===== src/design/mem_pkg.sv =====
package mem_pkg;

    // Address widths are fixed by the union layout
    localparam int ADDR_W  = 12;
    localparam int INDEX_W = 4;
    localparam int OFFS_W  = 2;
    localparam int TAG_W   = ADDR_W - INDEX_W - OFFS_W;

    // Access size, bit 2 marks an unsigned load
    typedef enum logic [2:0] {
        SZ_B  = 3'b000,
        SZ_H  = 3'b001,
        SZ_W  = 3'b010,
        SZ_BU = 3'b100,
        SZ_HU = 3'b101
    } size_e;

    // Cache view of a byte address
    typedef struct packed {
        logic [TAG_W-1:0]   tag;
        logic [INDEX_W-1:0] index;
        logic [OFFS_W-1:0]  offset;
    } cache_addr_t;

    // Same address bits, seen flat by the backing store
    typedef union packed {
        logic [ADDR_W-1:0] flat;
        cache_addr_t       cache;
    } mem_addr_u;

endpackage


===== src/design/load_return.sv =====
`timescale 1ns/1ps

module load_return (
    input  logic               clk,
    input  logic               rst_n,
    input  logic               ret_cache,
    input  logic               ret_mem,
    input  mem_pkg::size_e     ret_size,
    input  mem_pkg::mem_addr_u ret_addr,
    input  logic [31:0]        cache_word,
    input  logic [31:0]        mem_word,
    input  logic               ret_is_load,
    output logic [31:0]        rdata,
    output logic               ready
);

    logic [31:0] word;
    logic [31:0] shifted;
    logic [31:0] result;

    assign word    = ret_cache ? cache_word : mem_word;
    assign shifted = word >> {ret_addr.cache.offset, 3'b000};   // Lane to bit 0

    always_comb begin
        case (ret_size)
            mem_pkg::SZ_B:  result = {{24{shifted[7]}}, shifted[7:0]};
            mem_pkg::SZ_BU: result = {24'h0, shifted[7:0]};
            mem_pkg::SZ_H:  result = {{16{shifted[15]}}, shifted[15:0]};
            mem_pkg::SZ_HU: result = {16'h0, shifted[15:0]};
            mem_pkg::SZ_W:  result = word;
            default:        result = 32'h0;
        endcase
    end

    always_ff @(posedge clk or negedge rst_n) begin
        if (!rst_n) begin
            ready <= 1'b0;
            rdata <= 32'h0;
        end else begin
            ready <= ret_cache || ret_mem;
            if (ret_cache || ret_mem) begin
                rdata <= ret_is_load ? result : 32'h0;   // Stores return zero
            end
        end
    end

endmodule


===== config.mk =====
export PLATFORM = sky130hd
export DESIGN_NAME = load_return
export DESIGN_NICKNAME = d
export VERILOG_FILES = /design/src/design/mem_pkg.sv /design/src/design/load_return.sv
export SDC_FILE = /design/constraint.sdc
export NUM_CORES = 1
export LEC_CHECK = 0
export BUFFER_PORTS_ARGS = -buffer_cell sky130_fd_sc_hd__buf_4
export CAP_MARGIN = 10
export CORE_MARGIN = 5
export CORE_UTILIZATION = 25
export DETAILED_ROUTE_END_ITERATION = 7
export SYNTH_ARGS = -nofsm -noshare
export SYNTH_HDL_FRONTEND = slang
export SYNTH_SLANG_ARGS = --single-unit

===== constraint.sdc =====
create_clock -name clk -period 1 [get_ports clk]
set_input_delay 0.1 -clock clk [delete_from_list [all_inputs] [get_ports clk]]
set_output_delay 0.1 -clock clk [all_outputs]
set_load 0.02 [all_outputs]

## Word level (Yosys, flattened, before mapping)

Index checks and enable logic that the tools add are counted.
Widths: inputs -> output; s select.

| storage, ports and cells | value |
|---|---|
| flip-flop bits (word level) | 33 |
| input port bits | 84 |
| output and inout port bits | 33 |
| word-level logic and storage cells | 12 |

| operators by class | value |
|---|---|
| eq/ne operators | 4 |
| shift-type cells | 1 |
| multiplexer cells | 3 |
| reduce and logical (&&, ||, !) cells | 2 |

Operator list:

| cell | count |
|---|---|
| $pmux 32 s5 | 1 |
| $mux 32 | 2 |
| $shr 32x5->16 | 1 |
| $eq 3x3->1 const B | 2 |
| $eq 3x1->1 const B | 1 |
| $eq 3x2->1 const B | 1 |
| $logic_not 3->1 | 1 |
| $logic_or 1x1->1 | 1 |

## Longest topological paths before layout

Gate-level depths: netlist of the first run.

| depth | value |
|---|---|
| depth after elaboration | 4 |
| gate-level depth with buffers | 8 |
| gate-level depth less buffers | 5 |

## Worst setup path before layout of the first run

Ideal clock, no wire load.

| timing path | value |
|---|---|
| path kind | input to register |
| start | input ret_cache |
| end | register rdata[12] |
| setup time | 141 ps |
| arrival | 1319 ps |
| required time | 859 ps |
| slack | -461 ps |
| stages | 8 |
| buffers on the path | 4 |
| cells stage by stage | buf_6 -> buf_6 -> buf_6 -> buf_12 -> mux2i_2 -> o22ai_1 -> a221oi_1 -> a22oi_1 |

| between the ends | value |
|---|---|
| cells in the longest elaborated chain, start to end | 4 |
| elaborated cells between the ends (all ways) | 5 |
| classes of those cells | shift: 1; mux: 3; reduce/logical: 1 |

RTL lines:

| what | line | text |
|---|---|---|
| start: declaration | load_return.sv:6 | `input logic ret_cache,` |
| $mux 32 | load_return.sv:21 | `assign word = ret_cache ? cache_word : mem_word;` |
| $shr 32x5->16 | load_return.sv:22 | `assign shifted = word >> {ret_addr.cache.offset, 3'b000};` |
| $pmux 32 s5 | load_return.sv:25 | `case (ret_size)` |
| $mux 32 | load_return.sv:42 | `rdata <= ret_is_load ? result : 32'h0;` |
| end signal: assignment | load_return.sv:42 |  |
| end: declaration | load_return.sv:13 | `output logic [31:0] rdata,` |

Several ways; a longest one is shown, not always the timed one.
A chain may end at the register's enable or synchronous reset.

## Final worst setup path of the first run

| timing path | value |
|---|---|
| start | input ret_cache |
| end | register rdata[6] |

Same word-level chain as after synthesis.

==> load_flow_metrics.sql, run 1 <==
INSERT INTO impl_metrics (metric_group, metric, value, unit) VALUES
('worst_setup_path', 'worst-setup-path-type', 'primary input to flop', ''),
('outcome', 'violations', 'setup timing', ''),
('pwr', 'internal-power', '0.002988', 'W'),
('yosys', 'yosys_most_used_dff', 'dfrtp_1', ''),
('routing', 'drt_first_iter_violations', '167', ''),
('placed_design', 'dpl.hpwl', '7.035', 'mm'),
('clocking', 'insertion_delay', '290', 'ps'),
('routing', 'detailroute.via_count', '2493', ''),
('yosys', 'synth_top_family_by_area', 'multiplexers', ''),
('yosys', 'mappedNetlistNets', '311', ''),
('clocking', 'clock_tree.buffer_depth', '2', ''),
('timing', 'timing.final.ws_setup', '-192.5', 'ps'),
('worst_setup_path', 'cp-start-kind', 'primary input', ''),
('worst_setup_path', 'cp_data_required_time', '1150', 'ps'),
('routing', 'post_drt_via_cell_ratio', '4.898', ''),
('clocking', 'clock_tree_from_tritoncts', 'built', ''),
('pwr', 'swShare', '0.2940', ''),
('yosys', 'cells_after_synthesis', '227', ''),
('placed_design', 'gp_routability_congestion', '0.8381', ''),
('outcome', 'run_status', 'finished, violations left', ''),
('pwr', 'share_seq_of_total_power', '0.345', ''),
('yosys', 'synthMuxAreaShare', '0.2141', ''),
('die', 'core_area', '9684', 'um^2'),
('pwr', 'vdd_ir_drop_max', '459.4', 'uV'),
('worst_setup_path', 'worstReg2RegEnd', 'rdata[8]', ''),
('worst_setup_path', 'r2r.worst_path.cells', '2', ''),
('pwr', 'p_sw', '0.001244', 'W'),
('finish', 'final_area', '4139', 'um^2'),
('grt', 'grt_util_all_layers', '0.1508', ''),
('clocking', 'h-tree-depth', '2', ''),
('timing', 'max_slew_margin', '0.6998', ''),
('clocking', 'numCtsBuffers', '5', ''),
('yosys', 'syn-mean-instance-area', '10.79', 'um^2'),
('routing', 'route.detailed.drc', '0', ''),
('finish', 'antenna_cells_inserted', '0', ''),
('timing', 'setup_viol_count_final', '31', ''),
('timing', 'finalMaxSlewViolations', '0', ''),
('hold_path', 'hold-path-cell-count', '4', ''),
('yosys', 'synth-compound-area-share', '0.2115', ''),
('yosys', 'synth-edff-count', '0', ''),
('grt', 'congestion_overflow_gr', '0', ''),
('finish', 'areaGrowthSynthToFinish', '69.03', '%'),
('pwr', 'pwr_density_cell', '1023', 'nW/um^2'),
('worst_setup_path', 'cp_data_arrival_time', '1350', 'ps'),
('die', 'floorplan.io_pins', '117', ''),
('yosys', 'yosys.area_share.adder', '0', ''),
('timing', 'setup_repair_after_global_routing_missed_its_margin', 'yes', ''),
('grt', 'via_count_of_the_first_global_routing_pass', '2564', ''),
('timing', 'timing.clock.skew', '0', 'ps'),
('yosys', 'yosysSeqAreaShare', '0.3373', ''),
('hold_path', 'hold_class', 'primary input to flop', ''),
('yosys', 'synth_top_area_frac', '0.3373', ''),
('hold_path', 'hold_critical_path_endpoint', 'ready', ''),
('timing', 'final_min_period', '1192', 'ps'),
('clocking', 'clockRootBuffer', 'clkbuf_8', ''),
('routing', 'first_pass_iters', '5', ''),
('yosys', 'yosys-top-cells-area', 'dfrtp_1 (34%), mux2i_1 (9.0%), mux4_2 (6.4%)', ''),
('yosys', 'syn-cell-area', '2449', 'um^2'),
('yosys', 'netlist-cell-type-count', '46', ''),
('timing', 'hold_slack', '111.4', 'ps'),
('worst_setup_path', 'critPathMaxStageDelay', '550', 'ps'),
('yosys', 'synth_top_cell_by_area', 'dfrtp_1', ''),
('hold_path', 'hold_start', 'ret_mem', ''),
('pwr', 'power_frac_clock', '0.318', ''),
('yosys', 'synth_simple_gate_area_share', '0.1559', ''),
('clocking', 'clock_sinks', '33', ''),
('die', 'placement_rows', '36', ''),
('timing', 'setup_total_negative_slack', '-4114', 'ps'),
('pwr', 'portion_of_total_power_attributed_to_combinational_logic', '0.338', ''),
('timing', 'worst-slew-pin-transition', '450.3', 'ps'),
('clocking', 'clk_pin_slew', '70', 'ps');
## worst max-delay path, delay by kind of cell
| kind | cells | cell delay [ps] |
|---|---|---|
| simple gates | 1 | 160 |
| mux | 1 | 550 |
| compound gates | 2 | 280 |
| buf+inv | 2 | 240 |
## sequential cells by signal, summed over array words and instances, names as in the netlist
name,cells
rdata,32
ready,1
## cells in the final DEF (no fill, tap or decap), drive strengths merged, types with 2 or more instances in the layout
cell	netlist	layout
o22ai	9	9
or2	3	3
o221ai	7	7
o21ai	5	5
a221oi	7	7
nor2	3	3
mux2	7	7
o2111ai	9	9
nand2	33	33
nand3	8	8
a22oi	14	14
nand2b	9	9
clkbuf	6	8
and2	7	7
dfrtp	33	33
buf	15	160
a31oi	7	7
mux4	8	8
inv	2	2
mux2i	25	25
## per-layer routing
layer,share of wire,GRT usage
met5,0,0
met3,0.078,0.04263
met4,0.0052,0.02615
met2,0.50,0.2553
met1,0.42,0.1938
## cells by family after synthesis
kind of cell	Yosys count
multiplexers	40
AND/OR/NAND/NOR	69
flip-flops	33
AO/OA/AOI/OAI	62
buffers and inverters	23
## how the worst max path moves through the flow
stage,startpoint,endpoint
finish,ret_cache,rdata[6]
global route,ret_cache,rdata[1]
CTS,ret_cache,rdata[6]
detailed placement,ret_cache,rdata[13]
global placement,ret_cache,rdata[13]
floorplan,ret_addr[1],rdata[20]
## power groups by stage
stage	Combinational, W	Sequential, W	Clock [W]
2_1_floorplan	0.000550	0.00157	0
3_3_place_gp	0.00126	0.00148	0
3_5_place_dp	0.00128	0.00148	0
4_1_cts	0.00138	0.00146	0.00137
5_1_grt	0.00153	0.00147	0.00142
6_report	0.00143	0.00146	0.00134
## what timing repair did
action	CTS	global route
buffers inserted	3	3
gates cloned	1	1
resized for setup	30	22
setup endpoints to repair	32	34
hold buffers	1	0
pin swaps	8	10
endpoints found under the hold margin	33	0
## through the flow
stage | power (W) | instances
floorplan | 0.002117 | 227
global placement | 0.002742 | 494
finish | 0.004233 | 509
CTS | 0.004206 | 506
global route | 0.004417 | 509
detailed placement | 0.002767 | 494
## area by class of cell
cell class	count	area, um^2
Timing Repair Buffer	162	1344
Clock inverter	1	30.03
Multi-Input combinational cell	171	1679
Fill cell	936	5545
Inverter	2	7.507
Sequential cell	33	825.8
Tap cell	133	166.4
Clock buffer	7	86.33
No activity file was read; power rests on OpenSTA's default activity.
==> inputs of run 2 (changes only) <==
ABC_AREA = 1   (was not set)
==> run 2 against run 1 <==
Global-route usage grew 1.1 points. Highest routed layer unchanged. Hold slack got worse by 69 ps. Setup slack improved by 170 ps. Cell area grew 3.3%. Clock power about the same. The flow still finishes with violations (setup timing).
==> load_flow_metrics.sql, run 2 <==
INSERT INTO impl_metrics (metric_group, metric, value, unit) VALUES
('yosys', 'yosysWarningCount', '0', ''),
('finish', 'top_regs', 'rdata x32, ready x1', ''),
('die', 'core_area', '10370', 'um^2'),
('pwr', 'share_seq_of_total_power', '0.341', ''),
('pwr', 'p_sw', '0.001401', 'W'),
('grt', 'grt_first_pass_wirelength', '16.62', 'mm'),
('finish', 'ff_latch_area', '825.8', 'um^2'),
('pwr', 'power_frac_clock', '0.312', ''),
('finish', 'areaGrowthSynthToFinish', '59.85', '%'),
('worst_setup_path', 'timing.critical_path.cells', 'buf_8 -> buf_12 -> inv_12 -> nand2_4 -> nand2_4 -> nand2_2 -> nand2_1 -> inv_1 -> nand2_2 -> nand2_4 -> clkbuf_16 -> nand3_2 -> nand2_1 -> nand2_1', ''),
('pwr', 'internal-power', '0.002790', 'W'),
('placed_design', 'dpl.hpwl', '7.837', 'mm'),
('clocking', 'clk_pin_slew', '80', 'ps'),
('finish', 'final_area', '4274', 'um^2'),
('timing', 'worst-slew-pin-transition', '452.3', 'ps'),
('routing', 'route.detailed.drc', '0', ''),
('pwr', 'pwr_density_cell', '980.4', 'nW/um^2'),
('routing', 'final_antenna_net_count', '0', ''),
('grt', 'via_count_of_the_first_global_routing_pass', '3340', ''),
('placed_design', 'place_area', '3742', 'um^2'),
('routing', 'post_detailed_routing_wire_length', '10.73', 'mm'),
('clocking', 'clock_sinks', '33', ''),
('worst_setup_path', 'cp_data_arrival_time', '1250', 'ps'),
('worst_setup_path', 'cp_data_required_time', '1230', 'ps'),
('worst_setup_path', 'cp-start-kind', 'primary input', ''),
('timing', 'max_slew_margin', '0.6978', ''),
('clocking', 'insertion_delay', '290', 'ps'),
('grt', 'congestion_overflow_gr', '0', ''),
('grt', 'initial_antenna_violation_count', '0', ''),
('placed_design', 'place.port_buffers', '106', ''),
('pwr', 'swShare', '0.3343', ''),
('timing', 'fmaxAchievable', '0.9810', 'GHz'),
('timing', 'hold_viol', '0', ''),
('clocking', 'clockRootBuffer', 'clkbuf_8', ''),
('worst_setup_path', 'reg2reg_slack', '340', 'ps'),
('finish', 'drive_above_1_share', '0.4195', ''),
('placed_design', 'dp.cells', '682', ''),
('finish', 'fin_nets', '648', ''),
('timing', 'timing.clock.skew', '0', 'ps'),
('timing', 'timing.final.ws_setup', '-19.34', 'ps'),
('pwr', 'total_leakage_power', '2.533', 'nW'),
('yosys', 'yosys-top-cells-area', 'nand2_1 (38%), dfrtp_1 (31%), nand3_1 (13%)', ''),
('routing', 'detailroute.via_count', '3237', ''),
('finish', 'mostFrequentLayoutCells', 'nand2_1 (238), buf_4 (121), nand3_1 (52), nand2_2 (40), dfrtp_1 (33)', ''),
('die', 'die_width', '113.4', 'um'),
('outcome', 'violations', 'setup timing', ''),
('timing', 'setup_viol_count_final', '6', ''),
('job', 'cap_violations', '0', ''),
('yosys', 'yosysSeqAreaShare', '0.3088', ''),
('grt', 'grt_util_all_layers', '0.1622', ''),
('timing', 'fin_crit_sh', '1.019', ''),
('worst_setup_path', 'worst-setup-path-type', 'primary input to flop', ''),
('clocking', 'clock_tree.buffer_depth', '2', ''),
('die', 'placement_rows', '37', ''),
('worst_setup_path', 'r2r.worst_path.cells', '2', ''),
('yosys', 'synth_most_common_cell', 'nand2_1', ''),
('routing', 'first_pass_iters', '6', ''),
('pwr', 'vdd_ir_drop_max', '586.5', 'uV'),
('finish', 'final_common_cell', 'nand2_1', ''),
('routing', 'post_drt_wl_per_cell', '15.30', 'um'),
('worst_setup_path', 'critPathMaxStageDelay', '180', 'ps'),
('routing', 'drt_first_iter_violations', '211', ''),
('placed_design', 'gp_routability_congestion', '0.8533', ''),
('yosys', 'syn-mean-instance-area', '6.091', 'um^2'),
('finish', 'antenna_cells_inserted', '0', ''),
('worst_setup_path', 'cp-end-kind', 'flop', ''),
('die', 'die-height', '113.4', 'um'),
('placed_design', 'place_ws', '-864.8', 'ps'),
('finish', 'largest-register', 'rdata', ''),
('yosys', 'netlist-cell-type-count', '19', ''),
('worst_setup_path', 'crit_fanout', '8', ''),
('clocking', 'numCtsBuffers', '5', ''),
('outcome', 'run_status', 'finished, violations left', ''),
('die', 'initial_utilization', '0.2578', ''),
('yosys', 'synth_top_area_frac', '0.3776', ''),
('worst_setup_path', 'critical-path-slowest-cell', 'clkbuf_16', ''),
('timing', 'final_min_period', '1019', 'ps'),
('yosys', 'synth-edff-count', '0', ''),
('hold_path', 'hold_class', 'primary input to flop', ''),
('die', 'floorplan.io_pins', '117', ''),
('die', 'die_footprint', '12860', 'um^2'),
('yosys', 'synth.ff_latch_count', '33', ''),
('finish', 'number_of_flip_flops_under_the_largest_register_name', '32', ''),
('finish', 'nFillCells', '1108', ''),
('yosys', 'cells_after_synthesis', '439', ''),
('finish', 'multi_input_area', '1872', 'um^2'),
('yosys', 'yosys_most_used_dff', 'dfrtp_1', ''),
('timing', 'setup_repair_after_global_routing_missed_its_margin', 'yes', ''),
('worst_setup_path', 'crit_path_end', 'rdata[21]', ''),
('worst_setup_path', 'launch_instance_of_the_worst_register_to_register_path', 'rdata[0]', ''),
('yosys', 'syn-cell-area', '2674', 'um^2'),
('worst_setup_path', 'cp-startpoint', 'ret_cache', ''),
('yosys', 'mappedNetlistNets', '523', ''),
('worst_setup_path', 'worstReg2RegEnd', 'rdata[0]', ''),
('yosys', 'postSynth.asyncResetShare', '1.000', ''),
('clocking', 'h-tree-depth', '2', ''),
('yosys', 'synth_top_cell_by_area', 'nand2_1', ''),
('pwr', 'portion_of_total_power_attributed_to_combinational_logic', '0.346', ''),
('timing', 'finalMaxSlewViolations', '0', ''),
('yosys', 'synth.cells.most_frequent', 'nand2_1 (269), nand3_1 (69), dfrtp_1 (33), nand2_2 (16)', ''),
('grt', 'grt_max_degree', '34', ''),
('routing', 'post_drt_via_cell_ratio', '4.618', ''),
('finish', 'finalNonFillerCells', '701', ''),
('clocking', 'clock_tree_from_tritoncts', 'built', '');
run 2: cell count changes after synthesis, moves of 7 or more:
| cell | previous run | this run |
|---|---|---|
| nand2_1 | 33 | 269 |
| buf_2 | 2 | 10 |
| nand2_2 | 0 | 16 |
| nand3_1 | 1 | 69 |
| a221oi_1 | 7 | 0 |
| o22ai_1 | 7 | 0 |
| mux2i_1 | 22 | 0 |
| and2_1 | 7 | 0 |
| mux4_2 | 7 | 0 |
| a22oi_1 | 14 | 0 |
| mux2_1 | 7 | 0 |
| nand2b_1 | 9 | 0 |
| a31oi_1 | 7 | 0 |
| o221ai_1 | 7 | 0 |
run 2: worst min-delay path by stage:
stage               cells after the start        end     from  slack (ps)
finish                                  3      ready  ret_mem          40
global route                            3      ready  ret_mem          50
detailed placement                      1  rdata[24]    rst_n          80
global placement                        1  rdata[24]    rst_n          70
CTS                                     3      ready  ret_mem          40
floorplan                               0   rdata[0]    rst_n        -200
run 2: area by class of cell:
class / count / area share
inverters: 9 / 0.01142
flip-flops and latches: 33 / 0.1932
well taps: 136 / 0.03981
multi-input cells: 374 / 0.4379
clock buffers: 5 / 0.01610
repair buffers: 141 / 0.2907
clock inverters: 3 / 0.01083
run 2: cell families (layout without fill, tap and decap cells):
kind of cell,Yosys count,after routing,share of synthesized area
flip-flops,33,33,0.3088
AND/OR/NAND/NOR,372,372,0.6060
buffers and inverters,33,158,0.08189
AO/OA/AOI/OAI,1,2,0.003276
run 2: power groups by stage:
| stage | clock [W] | combinational [W] | sequential (W) |
|---|---|---|---|
| floorplan | 0 | 0.000621 | 0.00152 |
| global placement | 0 | 0.00126 | 0.00145 |
| detailed placement | 0 | 0.00127 | 0.00145 |
| CTS | 0.00132 | 0.00135 | 0.00143 |
| global route | 0.00140 | 0.00159 | 0.00144 |
| finish | 0.00131 | 0.00145 | 0.00143 |
run 2: metrics by stage:
stage / util / total power [W] / hold WS [ps] / TNS (ps)
CTS: 0.3859 / 0.004096 / 37.93 / -43.67
finish: 0.4122 / 0.004190 / 42.32 / -38.61
global placement: 0.3609 / 0.002716 / 69.90 / -24060
detailed placement: 0.3609 / 0.002725 / 77.66 / -24840
global route: 0.4122 / 0.004429 / 51.78 / -1618
floorplan: - / 0.002141 / -195.6 / -713.8
run 2: worst max-delay path, delay by kind of cell:
kind / cells / cell delay [ps]
buffers and inverters: 5 / 550
and+or+nand+nor: 9 / 590
run 2: what timing repair did:
item / 4_1_cts / 5_1_grt
resized for setup: 15 / 55
endpoints found under the setup margin: 32 / 34
endpoints found under the hold margin: 33 / 0
hold buffers: 1 / 0
setup buffers: 3 / 3
pin swaps: 3 / 9
gates cloned: 2 / 3
run 2: routing by layer:
layer	track usage	vias up	wire length [um]
li1	-	1630	-
met1	0.2165	1472	4531
met2	0.2690	118	5120
met3	0.03342	17	853
met4	0.04006	0	221
met5	0	-	0
==> inputs of run 3 (changes only) <==
CTS_BUF_LIST = sky130_fd_sc_hd__clkbuf_8   (was not set)
clock period = 0.8 ns   (was 1 ns; I/O delays follow)
==> run 3 against run 2 <==
The run still ends with setup timing left. Global-route usage increased by 1.0 points. Via count is 2.3% higher. Register-to-register slack lost 410 ps. Combinational power rose by 43%. Largest cell class unchanged.
==> load_flow_metrics.sql, run 3 (synthesis results as in run 2) <==
INSERT INTO impl_metrics (metric_group, metric, value, unit) VALUES
('finish', 'nFillCells', '1070', ''),
('die', 'die-height', '113.4', 'um'),
('timing', 'finalMaxSlewViolations', '0', ''),
('grt', 'via_count_of_the_first_global_routing_pass', '3558', ''),
('worst_setup_path', 'worst-setup-path-type', 'primary input to flop', ''),
('timing', 'timing.clock.skew', '0', 'ps'),
('worst_setup_path', 'cp-end-kind', 'flop', ''),
('timing', 'worst-slew-pin-transition', '450.3', 'ps'),
('hold_path', 'hold_class', 'primary input to flop', ''),
('outcome', 'run_status', 'finished, violations left', ''),
('worst_setup_path', 'cp_data_required_time', '1030', 'ps'),
('clocking', 'clockRootBuffer', 'clkbuf_8', ''),
('finish', 'final_area', '4808', 'um^2'),
('grt', 'grt_max_degree', '34', ''),
('worst_setup_path', 'reg2reg_slack', '-70', 'ps'),
('worst_setup_path', 'r2r.worst_path.cells', '4', ''),
('clocking', 'h-tree-depth', '2', ''),
('routing', 'route.detailed.drc', '0', ''),
('clocking', 'numCtsBuffers', '5', ''),
('timing', 'hold_viol', '0', ''),
('grt', 'grt_first_pass_wirelength', '17.74', 'mm'),
('pwr', 'finalPower', '0.005320', 'W'),
('placed_design', 'place_ws', '-466.6', 'ps'),
('grt', 'initial_antenna_violation_count', '0', ''),
('routing', 'post_detailed_routing_wire_length', '11.18', 'mm'),
('timing', 'setup_viol_count_final', '65', ''),
('finish', 'mostFrequentLayoutCells', 'nand2_1 (197), buf_4 (112), nand2_2 (69), nand3_1 (53), buf_6 (38)', ''),
('grt', 'congestion_overflow_gr', '0', ''),
('finish', 'drive_above_1_share', '0.5085', ''),
('pwr', 'pwr_density_cell', '1107', 'nW/um^2'),
('pwr', 'vdd_ir_drop_max', '701.1', 'uV'),
('timing', 'max_slew_margin', '0.6998', ''),
('die', 'placement_rows', '37', ''),
('worst_setup_path', 'launch_instance_of_the_worst_register_to_register_path', 'rdata[5]', ''),
('routing', 'detailroute.via_count', '3312', ''),
('finish', 'top_regs', 'rdata x32, ready x1', ''),
('worst_setup_path', 'cp-start-kind', 'primary input', ''),
('die', 'die_footprint', '12860', 'um^2'),
('placed_design', 'place_area', '3792', 'um^2'),
('die', 'core_area', '10370', 'um^2'),
('worst_setup_path', 'worstReg2RegEnd', 'rdata[5]', ''),
('finish', 'largest-register', 'rdata', ''),
('finish', 'areaGrowthSynthToFinish', '79.83', '%'),
('finish', 'ff_latch_area', '825.8', 'um^2'),
('worst_setup_path', 'crit_fanout', '7', ''),
('finish', 'fin_nets', '671', ''),
('pwr', 'total_leakage_power', '2.833', 'nW'),
('timing', 'final_min_period', '961.7', 'ps'),
('hold_path', 'hold-path-cell-count', '4', ''),
('hold_path', 'hold_critical_path_endpoint', 'ready', ''),
('routing', 'post_drt_wl_per_cell', '15.44', 'um'),
('finish', 'number_of_flip_flops_under_the_largest_register_name', '32', ''),
('finish', 'antenna_cells_inserted', '0', ''),
('routing', 'post_drt_via_cell_ratio', '4.575', ''),
('die', 'die_width', '113.4', 'um'),
('timing', 'fmaxAchievable', '1.040', 'GHz'),
('placed_design', 'gp_routability_congestion', '0.8636', ''),
('clocking', 'clock_sinks', '33', ''),
('clocking', 'clk_pin_slew', '70', 'ps'),
('die', 'initial_utilization', '0.2578', ''),
('hold_path', 'hold_start', 'ret_mem', ''),
('job', 'cap_violations', '0', ''),
('placed_design', 'dpl.hpwl', '8.031', 'mm'),
('routing', 'drt_first_iter_violations', '149', ''),
('die', 'floorplan.io_pins', '117', ''),
('outcome', 'violations', 'setup timing', ''),
('timing', 'setup_repair_after_global_routing_missed_its_margin', 'yes', ''),
('timing', 'fin_crit_sh', '1.202', ''),
('routing', 'first_pass_iters', '4', ''),
('finish', 'multi_input_area', '2101', 'um^2'),
('worst_setup_path', 'cp_data_arrival_time', '1190', 'ps'),
('clocking', 'clock_tree_from_tritoncts', 'built', ''),
('finish', 'final_common_cell', 'nand2_1', ''),
('timing', 'timing.final.ws_setup', '-161.7', 'ps'),
('clocking', 'clock_tree.buffer_depth', '2', ''),
('clocking', 'insertion_delay', '290', 'ps'),
('grt', 'grt_util_all_layers', '0.1723', ''),
('timing', 'setup_total_negative_slack', '-7115', 'ps'),
('routing', 'final_antenna_net_count', '0', ''),
('placed_design', 'place.port_buffers', '106', '');
-- run 3: what timing repair did --
action	CTS	global route
hold endpoints to repair	33	0
pin swaps	25	41
cloned	4	2
hold buffers	1	0
buffers inserted	16	9
resized for setup	107	67
setup endpoints to repair	65	65
-- run 3: critical path, cell delays in order --
cell and delay, ps:
buf_6 90, or2_4 280, buf_6 130, a21oi_4 260, clkbuf_16 230, nand2_1 60, nand2_1 60
-- run 3: cell type report --
cell class                      instances  share of cell area
Sequential cell                        33              0.1717
Clock inverter                          1            0.001041
Timing Repair Buffer                  165              0.3247
Multi-Input combinational cell        373              0.4369
Clock buffer                            7             0.02004
Tap cell                              136             0.03539
Inverter                                9             0.01015
-- run 3: how the worst max path moves through the flow --
stage | startpoint | endpoint | slack, ps | depth (start not counted)
2_1_floorplan | ret_cache | rdata[6] | -220 | 12
6_report | ret_size[0] | rdata[9] | -160 | 7
4_1_cts | rdata[0] | rdata[0] | -150 | 1
3_5_place_dp | ret_cache | rdata[23] | -470 | 13
3_3_place_gp | ret_cache | rdata[23] | -460 | 13
5_1_grt | ret_size[0] | rdata[31] | -170 | 7
-- run 3: power breakdown --
group / total (W) / internal, W / switching [W] / leakage (nW)
clock: 0.00144 / 0.000779 / 0.000662 / 0.0542
combinational: 0.00208 / 0.000978 / 0.00110 / 2.33
sequential: 0.00180 / 0.00174 / 0.0000586 / 0.450
total: 0.00532 / 0.00350 / 0.00182 / 2.83
-- run 3: layer usage --
layer | vias up | routed length, um | GRT usage
li1 | 1676 | - | -
met1 | 1539 | 4643 | 0.2124
met2 | 88 | 5761 | 0.3124
met3 | 9 | 686 | 0.03767
met4 | 0 | 84 | 0.02804
met5 | - | 0 | 0
-- run 3: stage by stage --
step | util | hold slack, ps | instances
after global placement | 0.3657 | 55.06 | 687
after floorplan | - | -215.6 | 439
after detailed placement | 0.3657 | 59.01 | 687
after CTS | 0.4347 | 147.7 | 716
final | 0.4637 | 145.4 | 724
after global routing | 0.4637 | 169.9 | 724
